<file path="config.mk">
export PLATFORM = sky130hd
export DESIGN_NAME = tracker_top
export DESIGN_NICKNAME = d
export VERILOG_FILES = /design/src/verilog/track_types_pkg.sv /design/src/verilog/drive_types_pkg.sv /design/src/verilog/error_stage.sv /design/src/verilog/rate_stage.sv /design/src/verilog/period_divider.sv /design/src/verilog/step_pulse_gen.sv /design/src/verilog/tracker_top.sv
export VERILOG_INCLUDE_DIRS = /design/src /design/src/verilog
export SDC_FILE = /design/constraint.sdc
export NUM_CORES = 1
export LEC_CHECK = 0
export ABC_AREA = 1
export BUFFER_PORTS_ARGS = -buffer_cell sky130_fd_sc_hd__buf_2
export CAP_MARGIN = 20
export CORE_UTILIZATION = 63
export DETAILED_ROUTE_END_ITERATION = 10
export PLACE_DENSITY = 0.91
export RECOVER_POWER = 100
export SLEW_MARGIN = 40
export SYNTH_ARGS = -nofsm -noshare
export SYNTH_HDL_FRONTEND = slang
export SYNTH_HIERARCHICAL = 1
export SYNTH_SLANG_ARGS = --single-unit
</file>
<file path="constraint.sdc">
create_clock -name clk_50MHz -period 6.7 [get_ports clk_50MHz]
set_clock_uncertainty 0.15 [all_clocks]
set_input_delay 1.005 -clock clk_50MHz [delete_from_list [all_inputs] [get_ports clk_50MHz]]
set_output_delay 1.005 -clock clk_50MHz [all_outputs]
set_load 0.01 [all_outputs]
</file>
<file path="src/verilog/track_consts.svh">
`ifndef TRACK_CONSTS_SVH
`define TRACK_CONSTS_SVH

// --------------------
// clock
// --------------------
`define CLK_HZ      50000000     // 50 MHz system clock

// --------------------
// tracking window, adc counts
// --------------------
`define X0          10000        // reference position
`define DX1         55           // dead band, |dev| <= this stops the drive
`define DX2         300          // saturation, |dev| >= this runs at max rate

// step rate limits, Hz
`define F_MIN       6000
`define F_MAX       50000

// integer slope of the rate law, Hz per count
`define K_SLOPE     ((`F_MAX - `F_MIN) / (`DX2 - `DX1))

// --------------------
// field widths
// --------------------
`define SAMPLE_W    37           // adc word
`define FREQ_W      17           // step frequency
`define PERIOD_W    17           // period in clocks
`define DIV_CNT_W   5            // quotient bit index, 0..PERIOD_W-1
`define DIVIDEND_W  (`PERIOD_W + `FREQ_W)  // room for CLK_HZ

`endif

</file>
<file path="src/verilog/track_types_pkg.sv">
`include "track_consts.svh"

// measurement side, adc word through to the period count
package track_types_pkg;

  // raw adc word, unsigned
  typedef logic [`SAMPLE_W-1:0] sample_t;

  // deviation from the reference position
  typedef struct packed
  {
    logic [`SAMPLE_W-1:0] magnitude;  // |sample - X0|
    logic                 dir;        // 1 when sample above X0
    logic                 active;     // outside dead band and mode on
  } deviation_t;

  // step rate request into the divider
  typedef struct packed
  {
    logic [`FREQ_W-1:0] freq;   // Hz, F_MIN..F_MAX
    logic               dir;
    logic               active;
  } rate_req_t;

  // step period in clk_50MHz cycles
  typedef logic [`PERIOD_W-1:0] period_t;

endpackage

</file>
<file path="src/verilog/drive_types_pkg.sv">
// drive side, command word and the two state machines
package drive_types_pkg;

  // what the pulse generator runs from
  typedef struct packed
  {
    track_types_pkg::period_t period;  // clocks per step
    logic                     dir;     // motor direction
    logic                     active;  // 0 stops at the next boundary
  } drive_cmd_t;

  // period divider
  typedef enum logic
  {
    div_idle,
    div_busy      // one quotient bit per clock
  } div_state_e;

  // step pulse generator
  typedef enum logic
  {
    pulse_stopped,
    pulse_running
  } pulse_state_e;

endpackage

</file>
<file path="src/verilog/error_stage.sv">
`timescale 1ns/100ps
`include "track_consts.svh"

// sample minus reference, split into magnitude and direction
module error_stage
(
  input  logic                        clk_50MHz,
  input  logic                        reset,
  input  track_types_pkg::sample_t    sample,
  input  logic                        sample_valid,
  input  logic                        mode_enable,
  output track_types_pkg::deviation_t dev,
  output logic                        dev_valid
);

  // --------------------
  // deviation, combinational
  // --------------------
  logic [`SAMPLE_W:0]   diff;       // two's complement, msb is sign
  logic [`SAMPLE_W:0]   diff_neg;   // negated diff
  logic                 below;      // sample under the reference
  logic                 above;      // sample over the reference
  logic [`SAMPLE_W-1:0] magnitude;
  logic                 outside;    // past the dead band

  assign diff     = {1'b0, sample} - `X0;  // one spare bit for the sign
  assign diff_neg = -diff;
  assign below    = diff[`SAMPLE_W];
  assign above    = ~below & (|diff);      // zero deviation counts as dir 0

  // abs value, fits in SAMPLE_W bits
  assign magnitude = below ? diff_neg[`SAMPLE_W-1:0] : diff[`SAMPLE_W-1:0];

  assign outside = magnitude > `DX1;       // equal to DX1 still stops

  // --------------------
  // output register
  // --------------------
  always_ff @(posedge clk_50MHz)
  begin
    if (reset)
    begin
      dev_valid <= 1'b0;
    end
    else
    begin
      dev_valid <= sample_valid;           // one cycle latency
    end
  end

  // payload, loaded on every valid sample
  always_ff @(posedge clk_50MHz)
  begin
    if (sample_valid)
    begin
      dev.magnitude <= magnitude;
      dev.dir       <= above;
      dev.active    <= mode_enable & outside;  // mode gate + dead band
    end
  end

endmodule

</file>
<file path="src/verilog/rate_stage.sv">
`timescale 1ns/100ps
`include "track_consts.svh"

// linear rate law, F_MIN at the dead band edge up to F_MAX at saturation
module rate_stage
(
  input  logic                        clk_50MHz,
  input  logic                        reset,
  input  track_types_pkg::deviation_t dev,
  input  logic                        dev_valid,
  output track_types_pkg::rate_req_t  req,
  output logic                        req_valid
);

  logic [`SAMPLE_W-1:0] excess;    // counts past the dead band
  logic [`SAMPLE_W-1:0] lin_wide;  // F_MIN + K*excess, full width
  logic                 sat;       // at or past DX2
  logic [`FREQ_W-1:0]   freq;

  // only meaningful when active, i.e. magnitude > DX1
  assign excess   = dev.magnitude - `SAMPLE_W'(`DX1);
  assign lin_wide = `SAMPLE_W'(`F_MIN) + excess * `SAMPLE_W'(`K_SLOPE);

  assign sat      = dev.magnitude >= `DX2;

  // --------------------
  // clamp to both limits
  // --------------------
  always_comb
  begin
    if (!dev.active)
    begin
      freq = `FREQ_W'(`F_MIN);             // stopped, park at the low rate
    end
    else if (sat)
    begin
      freq = `FREQ_W'(`F_MAX);
    end
    else
    begin
      freq = lin_wide[`FREQ_W-1:0];        // below F_MAX here, fits
    end
  end

  // --------------------
  // output register
  // --------------------
  always_ff @(posedge clk_50MHz)
  begin
    if (reset)
    begin
      req_valid <= 1'b0;
    end
    else
    begin
      req_valid <= dev_valid;
    end
  end

  always_ff @(posedge clk_50MHz)
  begin
    if (dev_valid)
    begin
      req.freq   <= freq;
      req.dir    <= dev.dir;               // dir and active ride along
      req.active <= dev.active;
    end
  end

endmodule

</file>
<file path="src/verilog/period_divider.sv">
`timescale 1ns/100ps
`include "track_consts.svh"

// period = CLK_HZ / freq, restoring shift-subtract, one bit per clock
// 18 clocks from req_valid to cmd_valid when idle
module period_divider
(
  input  logic                        clk_50MHz,
  input  logic                        reset,
  input  track_types_pkg::rate_req_t  req,
  input  logic                        req_valid,
  output drive_types_pkg::drive_cmd_t cmd,
  output logic                        cmd_valid
);

  // dividend, top FREQ_W bits seed the remainder
  localparam logic [`DIVIDEND_W-1:0] dividend = `DIVIDEND_W'(`CLK_HZ);

  drive_types_pkg::div_state_e state;

  logic [`FREQ_W-1:0]        divisor;
  logic [`FREQ_W-1:0]        rem;       // always below divisor
  logic [`FREQ_W:0]          trial;     // rem shifted, next dividend bit in
  logic [`FREQ_W:0]          trial_sub;
  logic                      q_bit;
  logic [`FREQ_W-1:0]        rem_next;
  logic [`PERIOD_W-2:0]      quot;      // bits so far, last one added at the end
  logic [`DIV_CNT_W-1:0]     bit_cnt;   // dividend bit in use
  logic                      cur_dir;
  logic                      cur_active;

  // one-deep pending slot, newest wins
  track_types_pkg::rate_req_t pend_req;
  logic                       pend_valid;
  track_types_pkg::rate_req_t load_req;

  logic last;   // final quotient bit this cycle
  logic start;  // take a new request this edge

  // --------------------
  // one division step
  // --------------------
  assign trial     = {rem, dividend[bit_cnt]};
  assign trial_sub = trial - {1'b0, divisor};
  assign q_bit     = trial >= {1'b0, divisor};
  assign rem_next  = q_bit ? trial_sub[`FREQ_W-1:0] : trial[`FREQ_W-1:0];

  assign last     = (state == drive_types_pkg::div_busy) && (bit_cnt == '0);
  assign start    = ((state == drive_types_pkg::div_idle) || last) && (req_valid || pend_valid);
  assign load_req = req_valid ? req : pend_req;  // fresh request beats pending

  // --------------------
  // control
  // --------------------
  always_ff @(posedge clk_50MHz)
  begin
    if (reset)
    begin
      state      <= drive_types_pkg::div_idle;
      pend_valid <= 1'b0;
      cmd_valid  <= 1'b0;
    end
    else
    begin
      cmd_valid <= last;
      if (start)
        state <= drive_types_pkg::div_busy;  // back to back if work waits
      else if (last)
        state <= drive_types_pkg::div_idle;
      if (start)
        pend_valid <= 1'b0;                  // slot consumed or overtaken
      else if (req_valid)
        pend_valid <= 1'b1;                  // busy, park it
    end
  end

  // --------------------
  // datapath
  // --------------------
  always_ff @(posedge clk_50MHz)
  begin
    if (req_valid && !start)
      pend_req <= req;
    if (start)
    begin
      divisor    <= load_req.freq;
      rem        <= dividend[`DIVIDEND_W-1:`PERIOD_W];
      bit_cnt    <= `DIV_CNT_W'(`PERIOD_W - 1);
      cur_dir    <= load_req.dir;
      cur_active <= load_req.active;
    end
    else if (state == drive_types_pkg::div_busy)
    begin
      rem     <= rem_next;
      quot    <= {quot[`PERIOD_W-3:0], q_bit};
      bit_cnt <= bit_cnt - 1'b1;
    end
    if (last)
    begin
      cmd.period <= {quot, q_bit};           // lsb straight from this step
      cmd.dir    <= cur_dir;
      cmd.active <= cur_active;
    end
  end

endmodule

</file>
<file path="src/verilog/step_pulse_gen.sv">
`timescale 1ns/100ps

// step pulse generator, one clk wide step every period
// commands only take effect at a period boundary
module step_pulse_gen
(
  input  logic                        clk_50MHz,
  input  logic                        reset,
  input  drive_types_pkg::drive_cmd_t cmd,
  input  logic                        cmd_valid,
  output logic                        step,
  output logic                        dir,
  output logic                        drive_enable
);

  drive_types_pkg::pulse_state_e state;

  track_types_pkg::period_t    cnt;         // clocks into the current period
  track_types_pkg::period_t    cur_period;
  drive_types_pkg::drive_cmd_t pend_cmd;    // waits for the boundary
  logic                        pend_valid;
  drive_types_pkg::drive_cmd_t next_cmd;
  logic                        have_next;
  logic                        wrap;        // last clock of the period

  assign next_cmd  = cmd_valid ? cmd : pend_cmd;  // newest command wins
  assign have_next = cmd_valid | pend_valid;
  assign wrap      = ({1'b0, cnt} + 1'b1) >= {1'b0, cur_period};

  // --------------------
  // state machine
  // --------------------
  always_ff @(posedge clk_50MHz)
  begin
    if (reset)
    begin
      state        <= drive_types_pkg::pulse_stopped;
      cnt          <= '0;
      pend_valid   <= 1'b0;
      step         <= 1'b0;
      dir          <= 1'b0;
      drive_enable <= 1'b0;
    end
    else
    begin
      step <= 1'b0;                          // pulse lasts one clock
      case (state)
        drive_types_pkg::pulse_stopped:
        begin
          pend_valid <= 1'b0;
          if (cmd_valid && cmd.active)       // load at once
          begin
            state        <= drive_types_pkg::pulse_running;
            cnt          <= '0;
            dir          <= cmd.dir;
            drive_enable <= 1'b1;
          end
        end
        drive_types_pkg::pulse_running:
        begin
          if (wrap)
          begin
            cnt        <= '0;
            pend_valid <= 1'b0;
            if (have_next && !next_cmd.active)
            begin
              state        <= drive_types_pkg::pulse_stopped;  // no more steps
              drive_enable <= 1'b0;
            end
            else
            begin
              step <= 1'b1;
              if (have_next)
                dir <= next_cmd.dir;
            end
          end
          else
          begin
            cnt <= cnt + 1'b1;
            if (cmd_valid)
              pend_valid <= 1'b1;            // hold till the boundary
          end
        end
        default: state <= drive_types_pkg::pulse_stopped;
      endcase
    end
  end

  // period and pending command, payload only
  always_ff @(posedge clk_50MHz)
  begin
    if (cmd_valid)
      pend_cmd <= cmd;
    if (state == drive_types_pkg::pulse_stopped && cmd_valid)
      cur_period <= cmd.period;
    else if (state == drive_types_pkg::pulse_running && wrap && have_next)
      cur_period <= next_cmd.period;         // adopt at the boundary
  end

endmodule

</file>
<file path="src/verilog/tracker_top.sv">
`timescale 1ns/100ps

// tracking drive, error -> rate -> divider -> pulse gen
module tracker_top
(
  input  logic                     clk_50MHz,
  input  logic                     reset,
  input  track_types_pkg::sample_t sample,
  input  logic                     sample_valid,  // one clk strobe
  input  logic                     mode_enable,
  output logic                     step,
  output logic                     dir,
  output logic                     drive_enable,
  output track_types_pkg::period_t period,
  output logic                     period_valid   // new period computed
);

  // --------------------
  // stage links
  // --------------------
  track_types_pkg::deviation_t dev;
  logic                        dev_valid;
  track_types_pkg::rate_req_t  req;
  logic                        req_valid;
  drive_types_pkg::drive_cmd_t cmd;
  logic                        cmd_valid;   // 20 clks after sample_valid

  error_stage u_error_stage
  (
    .clk_50MHz    (clk_50MHz),
    .reset        (reset),
    .sample       (sample),
    .sample_valid (sample_valid),
    .mode_enable  (mode_enable),
    .dev          (dev),
    .dev_valid    (dev_valid)
  );

  rate_stage u_rate_stage
  (
    .clk_50MHz (clk_50MHz),
    .reset     (reset),
    .dev       (dev),
    .dev_valid (dev_valid),
    .req       (req),
    .req_valid (req_valid)
  );

  period_divider u_period_divider
  (
    .clk_50MHz (clk_50MHz),
    .reset     (reset),
    .req       (req),
    .req_valid (req_valid),
    .cmd       (cmd),
    .cmd_valid (cmd_valid)
  );

  step_pulse_gen u_step_pulse_gen
  (
    .clk_50MHz    (clk_50MHz),
    .reset        (reset),
    .cmd          (cmd),
    .cmd_valid    (cmd_valid),
    .step         (step),
    .dir          (dir),
    .drive_enable (drive_enable)
  );

  // period breakout for monitoring
  assign period       = cmd.period;
  assign period_valid = cmd_valid;

endmodule

</file>
==> impl_metrics.yaml, run 1 <==
outcome:
  outcome: "complete, but fails checks"
  violations: "capacitance limit, slew limit"
setup_path:
  worst-path-buf-inv: 6
  timing.rr.start: "u_error_stage/dev[2]"
  cp_max_fo: 6
  cpMostUsedCell: "inv_1"
  crit_type: "register to register"
  max_stage_delay_ns: 0.52
  critical_path.top_delay_family: "adder cells"
  crit_path_start: "u_error_stage/dev[2]"
  cp-end-kind: "register"
  crit_path_top_delay_cell: "fa_1"
  arrival_ns: 5.75
  start_kind: "register"
  required_ns: 6.71
yosys:
  syn-num-nets: 2050
  syn_avg_cell_area_sq_um: 7.85
  synth_cells: 1889
  ys_ff_latch: 217
  ys_warn_count: 6
  yosysSeqAreaShare: 0.393
  syn_area_sq_mm: 0.0148
  synth.distinct_cells: 55
cells_and_area:
  drive_gt1_frac: 0.0934
  final_nets: 2113
  num_antenna_cells: 0
  final_cell_mix: "nand2_1 (590), inv_1 (306), nor2_1 (152)"
  mostFrequentLayoutCell: "nand2_1"
  syn_to_final_growth_pct: 7.92
clocking:
  tritoncts: "built"
  post_cts_resize_count: 0
  worstSkewPairLatency_ns: 0.52
  root_buffer: "clkbuf_16"
  cts.sinks: 217
  cts-root-to-sink-buffers: 3
  cts_hold_buffers: 0
  clk_pin_slew_ns: 0.06
  cts_setup_buffers: 0
  cts_made_buffers: 23
  htree_num_levels: 1
detailed_routing:
  drt-pass1-iter-count: 5
  drc: 0
  dr_total_vias: 12400
  wl_per_cell_um: 14.9
  routed_wl_um: 34000
  ant_nets: 0
  drt_iter0_drc: 994
  viasPerCell: 5.45
worst_hold_path:
  hold_start: "u_period_divider/cur_active"
  hp-class: "register to register"
grt:
  globalRoute.totalOverflow: 0
  track_usage: 0.282
  grt_pass1_vias: 12200
  grt_start_max_net_pins: 41
  grt_pass1_wl_um: 55300
  antenna_found_initial: 0
timing:
  maxSlewHeadroom: -0.753
  hold_viol: 0
  fin_crit_ns: 5.74
  slew_viol_final: 86
  hold_ws_ns: 0.271
  fin_tns_setup_ns: 0
  rsz0062_at_grt: "no"
  finalCritPeriodShare: 0.857
  setup_viol: 0
  fmax_mhz: 174
  worstMarginPinSlew_ns: 2.56
floorplanning:
  row_count: 55
  die-area_sq_mm: 0.0242
  fp.dieH_um: 155
  start_util: 0.649
  io_pins: 62
  core_sq_mm: 0.0228
  die_w_um: 155
power:
  p_total_mw: 5.93
  p_leak_nw: 7.78
  p_per_area_mw_per_mm2: 371
  vdd_drop_max_uv: 351
place:
  place_congestion: 0.925
  dpl.hpwl_um: 25300
  portBuffers: 61
run:
  timing.max_cap.violations: 4
==> sequential cells by signal (all words and copies together) (netlist names), 5 cells and up <==
name,flops
u_error_stage/dev,39
u_period_divider/cmd,19
u_period_divider/pend_req,19
u_rate_stage/req,19
u_step_pulse_gen/pend_cmd,19
u_period_divider/divisor,17
u_period_divider/rem,17
u_step_pulse_gen/cnt,17
u_step_pulse_gen/cur_period,17
u_period_divider/quot,16
u_period_divider/bit_cnt,5
==> metal layers <==
layer	GRT usage	wire, um	up-vias	share of wire
li1	-	-	6130	-
met1	0.344	14000	5783	0.41
met2	0.514	17000	431	0.50
met3	0.0345	2010	89	0.059
met4	0.0943	935	0	0.028
met5	0	0	-	0
==> logic make-up (layout without fill, tap and decap cells) <==
| kind of cell | after synthesis | after routing | share of synthesized area |
|---|---|---|---|
| compound gates | 138 | 138 | 0.0576 |
| fa+ha+maj | 120 | 120 | 0.117 |
| simple gates | 1009 | 1009 | 0.307 |
| buf+inv | 354 | 434 | 0.0941 |
| flops | 217 | 217 | 0.393 |
| xor+xnor | 51 | 51 | 0.0316 |
==> worst reg2reg max path, stage by stage, from the launching register on <==
cell and delay (ns):
edfxtp_1 0.48, ha_1 0.28, nand2_1 0.07, nand2_1 0.12, a21oi_1 0.27, nand2_1 0.16
o21ai_0 0.21, o21a_1 0.20, inv_1 0.10, ha_1 0.29, inv_1 0.05, fa_1 0.50
inv_1 0.05, fa_1 0.47, inv_1 0.06, fa_1 0.52, inv_1 0.05, ha_1 0.35
a21oi_1 0.13, o21ai_0 0.13, inv_1 0.08, nand2_1 0.08, a21o_1 0.16, a21oi_1 0.15
xor2_1 0.17, a21boi_0 0.11
==> cell type report <==
cell class,count,area (sq um)
Clock buffer,29,651
Clock inverter,13,160
Fill cell,1764,6850
Inverter,325,1220
Multi-Input combinational cell,1318,7450
Sequential cell,217,5830
Tap cell,313,392
Timing Repair Buffer,67,298
==> Yosys cell counts (all sizes together) <==
cell / n / area share
dfxtp: 69 / 0.093
nand4: 27 / 0.012
o21bai: 3 / 0.0015
and3: 1 / 0.00076
o21ai: 45 / 0.016
a21oi: 73 / 0.030
o31a: 1 / 0.00059
o21a: 3 / 0.0015
a2111oi: 1 / 0.0019
buf: 16 / 0.0085
nor3: 20 / 0.0083
or2: 6 / 0.0025
xor2: 35 / 0.021
edfxtp: 148 / 0.30
nor4: 5 / 0.0021
xnor2: 16 / 0.010
a21boi: 1 / 0.00051
o211ai: 4 / 0.0024
ha: 89 / 0.075
clkbuf: 13 / 0.0033
clkinv: 3 / 0.00076
nand3b: 13 / 0.0066
nand2: 630 / 0.17
inv: 322 / 0.082
a21o: 3 / 0.0015
and2: 1 / 0.00042
nor2: 173 / 0.051
nor3b: 1 / 0.00051
a31o: 1 / 0.00059
fa: 31 / 0.042
nand3: 132 / 0.053
o2111ai: 1 / 0.00059
a31oi: 2 / 0.00084
==> power breakdown <==
group	switching (mW)	internal [mW]
combinational	1.81	1.07
sequential	0.102	1.62
clock	0.520	0.810
==> stage by stage <==
| stage | area (sq um) | setup WS [ns] | util | std cells |
|---|---|---|---|---|
| 2_1_floorplan | 14800 | 1.67 | - | 1889 |
| 3_3_place_gp | 15400 | 1.43 | 0.674 | 2240 |
| 3_5_place_dp | 15400 | 1.22 | 0.674 | 2240 |
| 4_1_cts | 16200 | 1.22 | 0.709 | 2282 |
| 5_1_grt | 16000 | 0.520 | 0.700 | 2282 |
| 6_report | 16000 | 0.961 | 0.700 | 2282 |
==> worst paths after layout <==
path	slack, ns	cells after the start	end
max reg2reg	0.96	25	u_rate_stage/req[16]
min	0.27	0	u_period_divider/cmd[0]
min reg2reg	0.27	0	u_period_divider/cmd[0]
max	0.96	25	u_rate_stage/req[16]
Power figures use the tool's default switching activity.
==> inputs of run 2 (changes only) <==
- ABC_AREA: 1 -> default
==> run 2 against run 1 <==
The run still ends with capacitance limit, slew limit left. Worst hold slack improved by 0.0031 ns. Cell count decreased by 31%. Worst setup slack worse by 0.68 ns. Power is 2.3% higher. Sequential power is essentially flat. Register-to-register slack worse by 0.68 ns. Critical path type unchanged. Via count decreased by 22%. Utilization rose by 0.38 points.
==> impl_metrics.yaml, run 2 <==
floorplanning:
  fp.dieH_um: 147
  io_pins: 62
  core_sq_mm: 0.0204
  start_util: 0.649
  row_count: 52
  die-area_sq_mm: 0.0216
  die_w_um: 147
power:
  p_leak_nw: 5.70
  p_per_area_mw_per_mm2: 422
  vdd_drop_max_uv: 327
setup_path:
  r2r_slack_ns: 0.28
  timing.rr.start: "u_error_stage/dev[2]"
  cp-end-kind: "register"
  crit_type: "register to register"
  arrival_ns: 6.53
  cp_max_fo: 8
  rr_worst_depth: 22
  crit_path_start: "u_error_stage/dev[2]"
  required_ns: 6.80
  reg2reg_to: "u_rate_stage/req[18]"
  start_kind: "register"
  crit_path_end: "u_rate_stage/req[18]"
yosys:
  yosysTopAreaCell: "edfxtp_1"
  synth_cells: 1236
  netlist_top_cells_area: "edfxtp_1 (34%), dfxtp_1 (10%), ha_1 (8.4%)"
  synth_common_cells: "edfxtp_1 (148), inv_1 (127), nor2_1 (92)"
  synthArstFlopShare: 0
  synth-main-ff-cell: "edfxtp_1"
  syn_area_sq_mm: 0.0133
  syn_avg_cell_area_sq_um: 10.7
  synth_most_common_cell: "edfxtp_1"
  synth_edf_count: 148
  syn-num-nets: 1397
  yosysSeqAreaShare: 0.439
  synth.distinct_cells: 92
  synth.top_cell.area_share: 0.335
  ys_ff_latch: 217
  ys_warn_count: 6
detailed_routing:
  drt_iter0_drc: 705
  wl_per_cell_um: 18.5
  drt-pass1-iter-count: 5
  ant_nets: 0
  viasPerCell: 6.12
  dr_total_vias: 9675
  drc: 0
  routed_wl_um: 29300
grt:
  grt_pass1_wl_um: 47500
  globalRoute.totalOverflow: 0
  antenna_found_initial: 1
  grt_start_max_net_pins: 44
  grt_pass1_vias: 9820
  track_usage: 0.271
place:
  dp.cells: 1541
  portBuffers: 61
  place_congestion: 0.911
  dpl.hpwl_um: 20000
cells_and_area:
  mostFrequentLayoutCell: "edfxtp_1"
  final_cell_mix: "edfxtp_1 (148), inv_1 (127), nor2_1 (91)"
  largest_reg_flops: 39
  syn_to_final_growth_pct: 8.46
  final_nets: 1456
  drive_gt1_frac: 0.122
  num_antenna_cells: 0
  fillers: 1379
  top_register: "u_error_stage/dev"
  instances_no_fill: 1581
timing:
  fin_crit_ns: 6.42
  fmax_mhz: 156
  hold_ws_ns: 0.274
  hold_viol: 0
  maxSlewHeadroom: -0.330
  setup_viol: 0
  rsz0062_at_grt: "no"
  finalCritPeriodShare: 0.959
  fin_tns_setup_ns: 0
  slew_viol_final: 124
  worstMarginPinSlew_ns: 1.99
clocking:
  root_buffer: "clkbuf_16"
  cts.sinks: 217
  cts-root-to-sink-buffers: 3
  post_cts_resize_count: 0
  cts_made_buffers: 22
  clk_pin_slew_ns: 0.06
  cts_setup_buffers: 0
  tritoncts: "built"
  htree_num_levels: 1
  cts_hold_buffers: 0
  worstSkewPairLatency_ns: 0.52
worst_hold_path:
  holdPathStages: 0
  hp-class: "register to register"
  hold_start: "u_error_stage/dev[1]"
outcome:
  violations: "capacitance limit, slew limit"
  outcome: "complete, but fails checks"
run:
  timing.max_cap.violations: 4
run 2: how the worst min path moves through the flow:
stage,to
after floorplan,u_period_divider/cmd[0]
after global placement,u_period_divider/cmd[18]
after detailed placement,u_period_divider/cmd[1]
after CTS,u_rate_stage/req[1]
after global routing,u_period_divider/cmd[0]
final,u_rate_stage/req[1]
run 2: kinds of logic (layout without fill, tap and decap cells):
kind of cell             Yosys count  count (layout)  synth area share
AO/OA/AOI/OAI                    232             232             0.117
XOR/XNOR                         105             105            0.0715
adder cells (fa/ha/maj)          120             120             0.131
buffers and inverters            159             234            0.0500
flip-flops                       217             217             0.439
multiplexers                      71              71            0.0588
AND/OR/NAND/NOR                  332             332             0.132
run 2: power breakdown:
part           switching, mW  internal, mW  leakage [nW]  total [mW]
Sequential             0.116          1.60          1.94        1.72
Combinational           1.79          1.36          3.42        3.15
Clock                  0.507         0.689         0.338        1.20
Total                   2.41          3.65          5.70        6.07
run 2: worst max-delay path: stages, from the launching register on:
cell and delay [ns]:
edfxtp_1 0.54, ha_1 0.30, a21oi_2 0.22, nor2_1 0.13
or3_2 0.45, or2_2 0.33, nor2_1 0.12, xor2_1 0.34
ha_1 0.18, inv_1 0.05, fa_1 0.50, inv_1 0.05
fa_1 0.48, inv_1 0.06, fa_1 0.53, inv_1 0.05
ha_1 0.22, or3_1 0.43, o311a_1 0.33, o221ai_1 0.19
nor2b_1 0.19, xnor2_1 0.20, nor2_1 0.12
run 2: final cells by class:
type,count,area (sq um),area share
Clock buffer,28,573,0.0398
Clock inverter,12,135,0.00939
Inverter,128,482,0.0335
Multi-Input combinational cell,860,6730,0.468
Sequential cell,217,5830,0.405
Tap cell,270,338,0.0235
Timing Repair Buffer,66,298,0.0207
run 2: per-stage QoR:
stage	worst slack (ns)	power, mW	utilization	cell area [sq um]
after floorplan	0.859	4.04	-	13300
after global placement	0.652	4.45	0.674	13800
after detailed placement	0.401	4.70	0.675	13800
after CTS	0.360	6.02	0.709	14500
after global routing	0.0210	6.45	0.704	14400
final	0.277	6.07	0.704	14400
run 2: routing by layer:
layer | up-vias | share of wire | global-route usage
met5 | - | 0.00044 | 0
met4 | 2 | 0.039 | 0.114
met3 | 102 | 0.062 | 0.0401
met2 | 438 | 0.50 | 0.482
met1 | 4606 | 0.40 | 0.328
li1 | 4527 | - | -
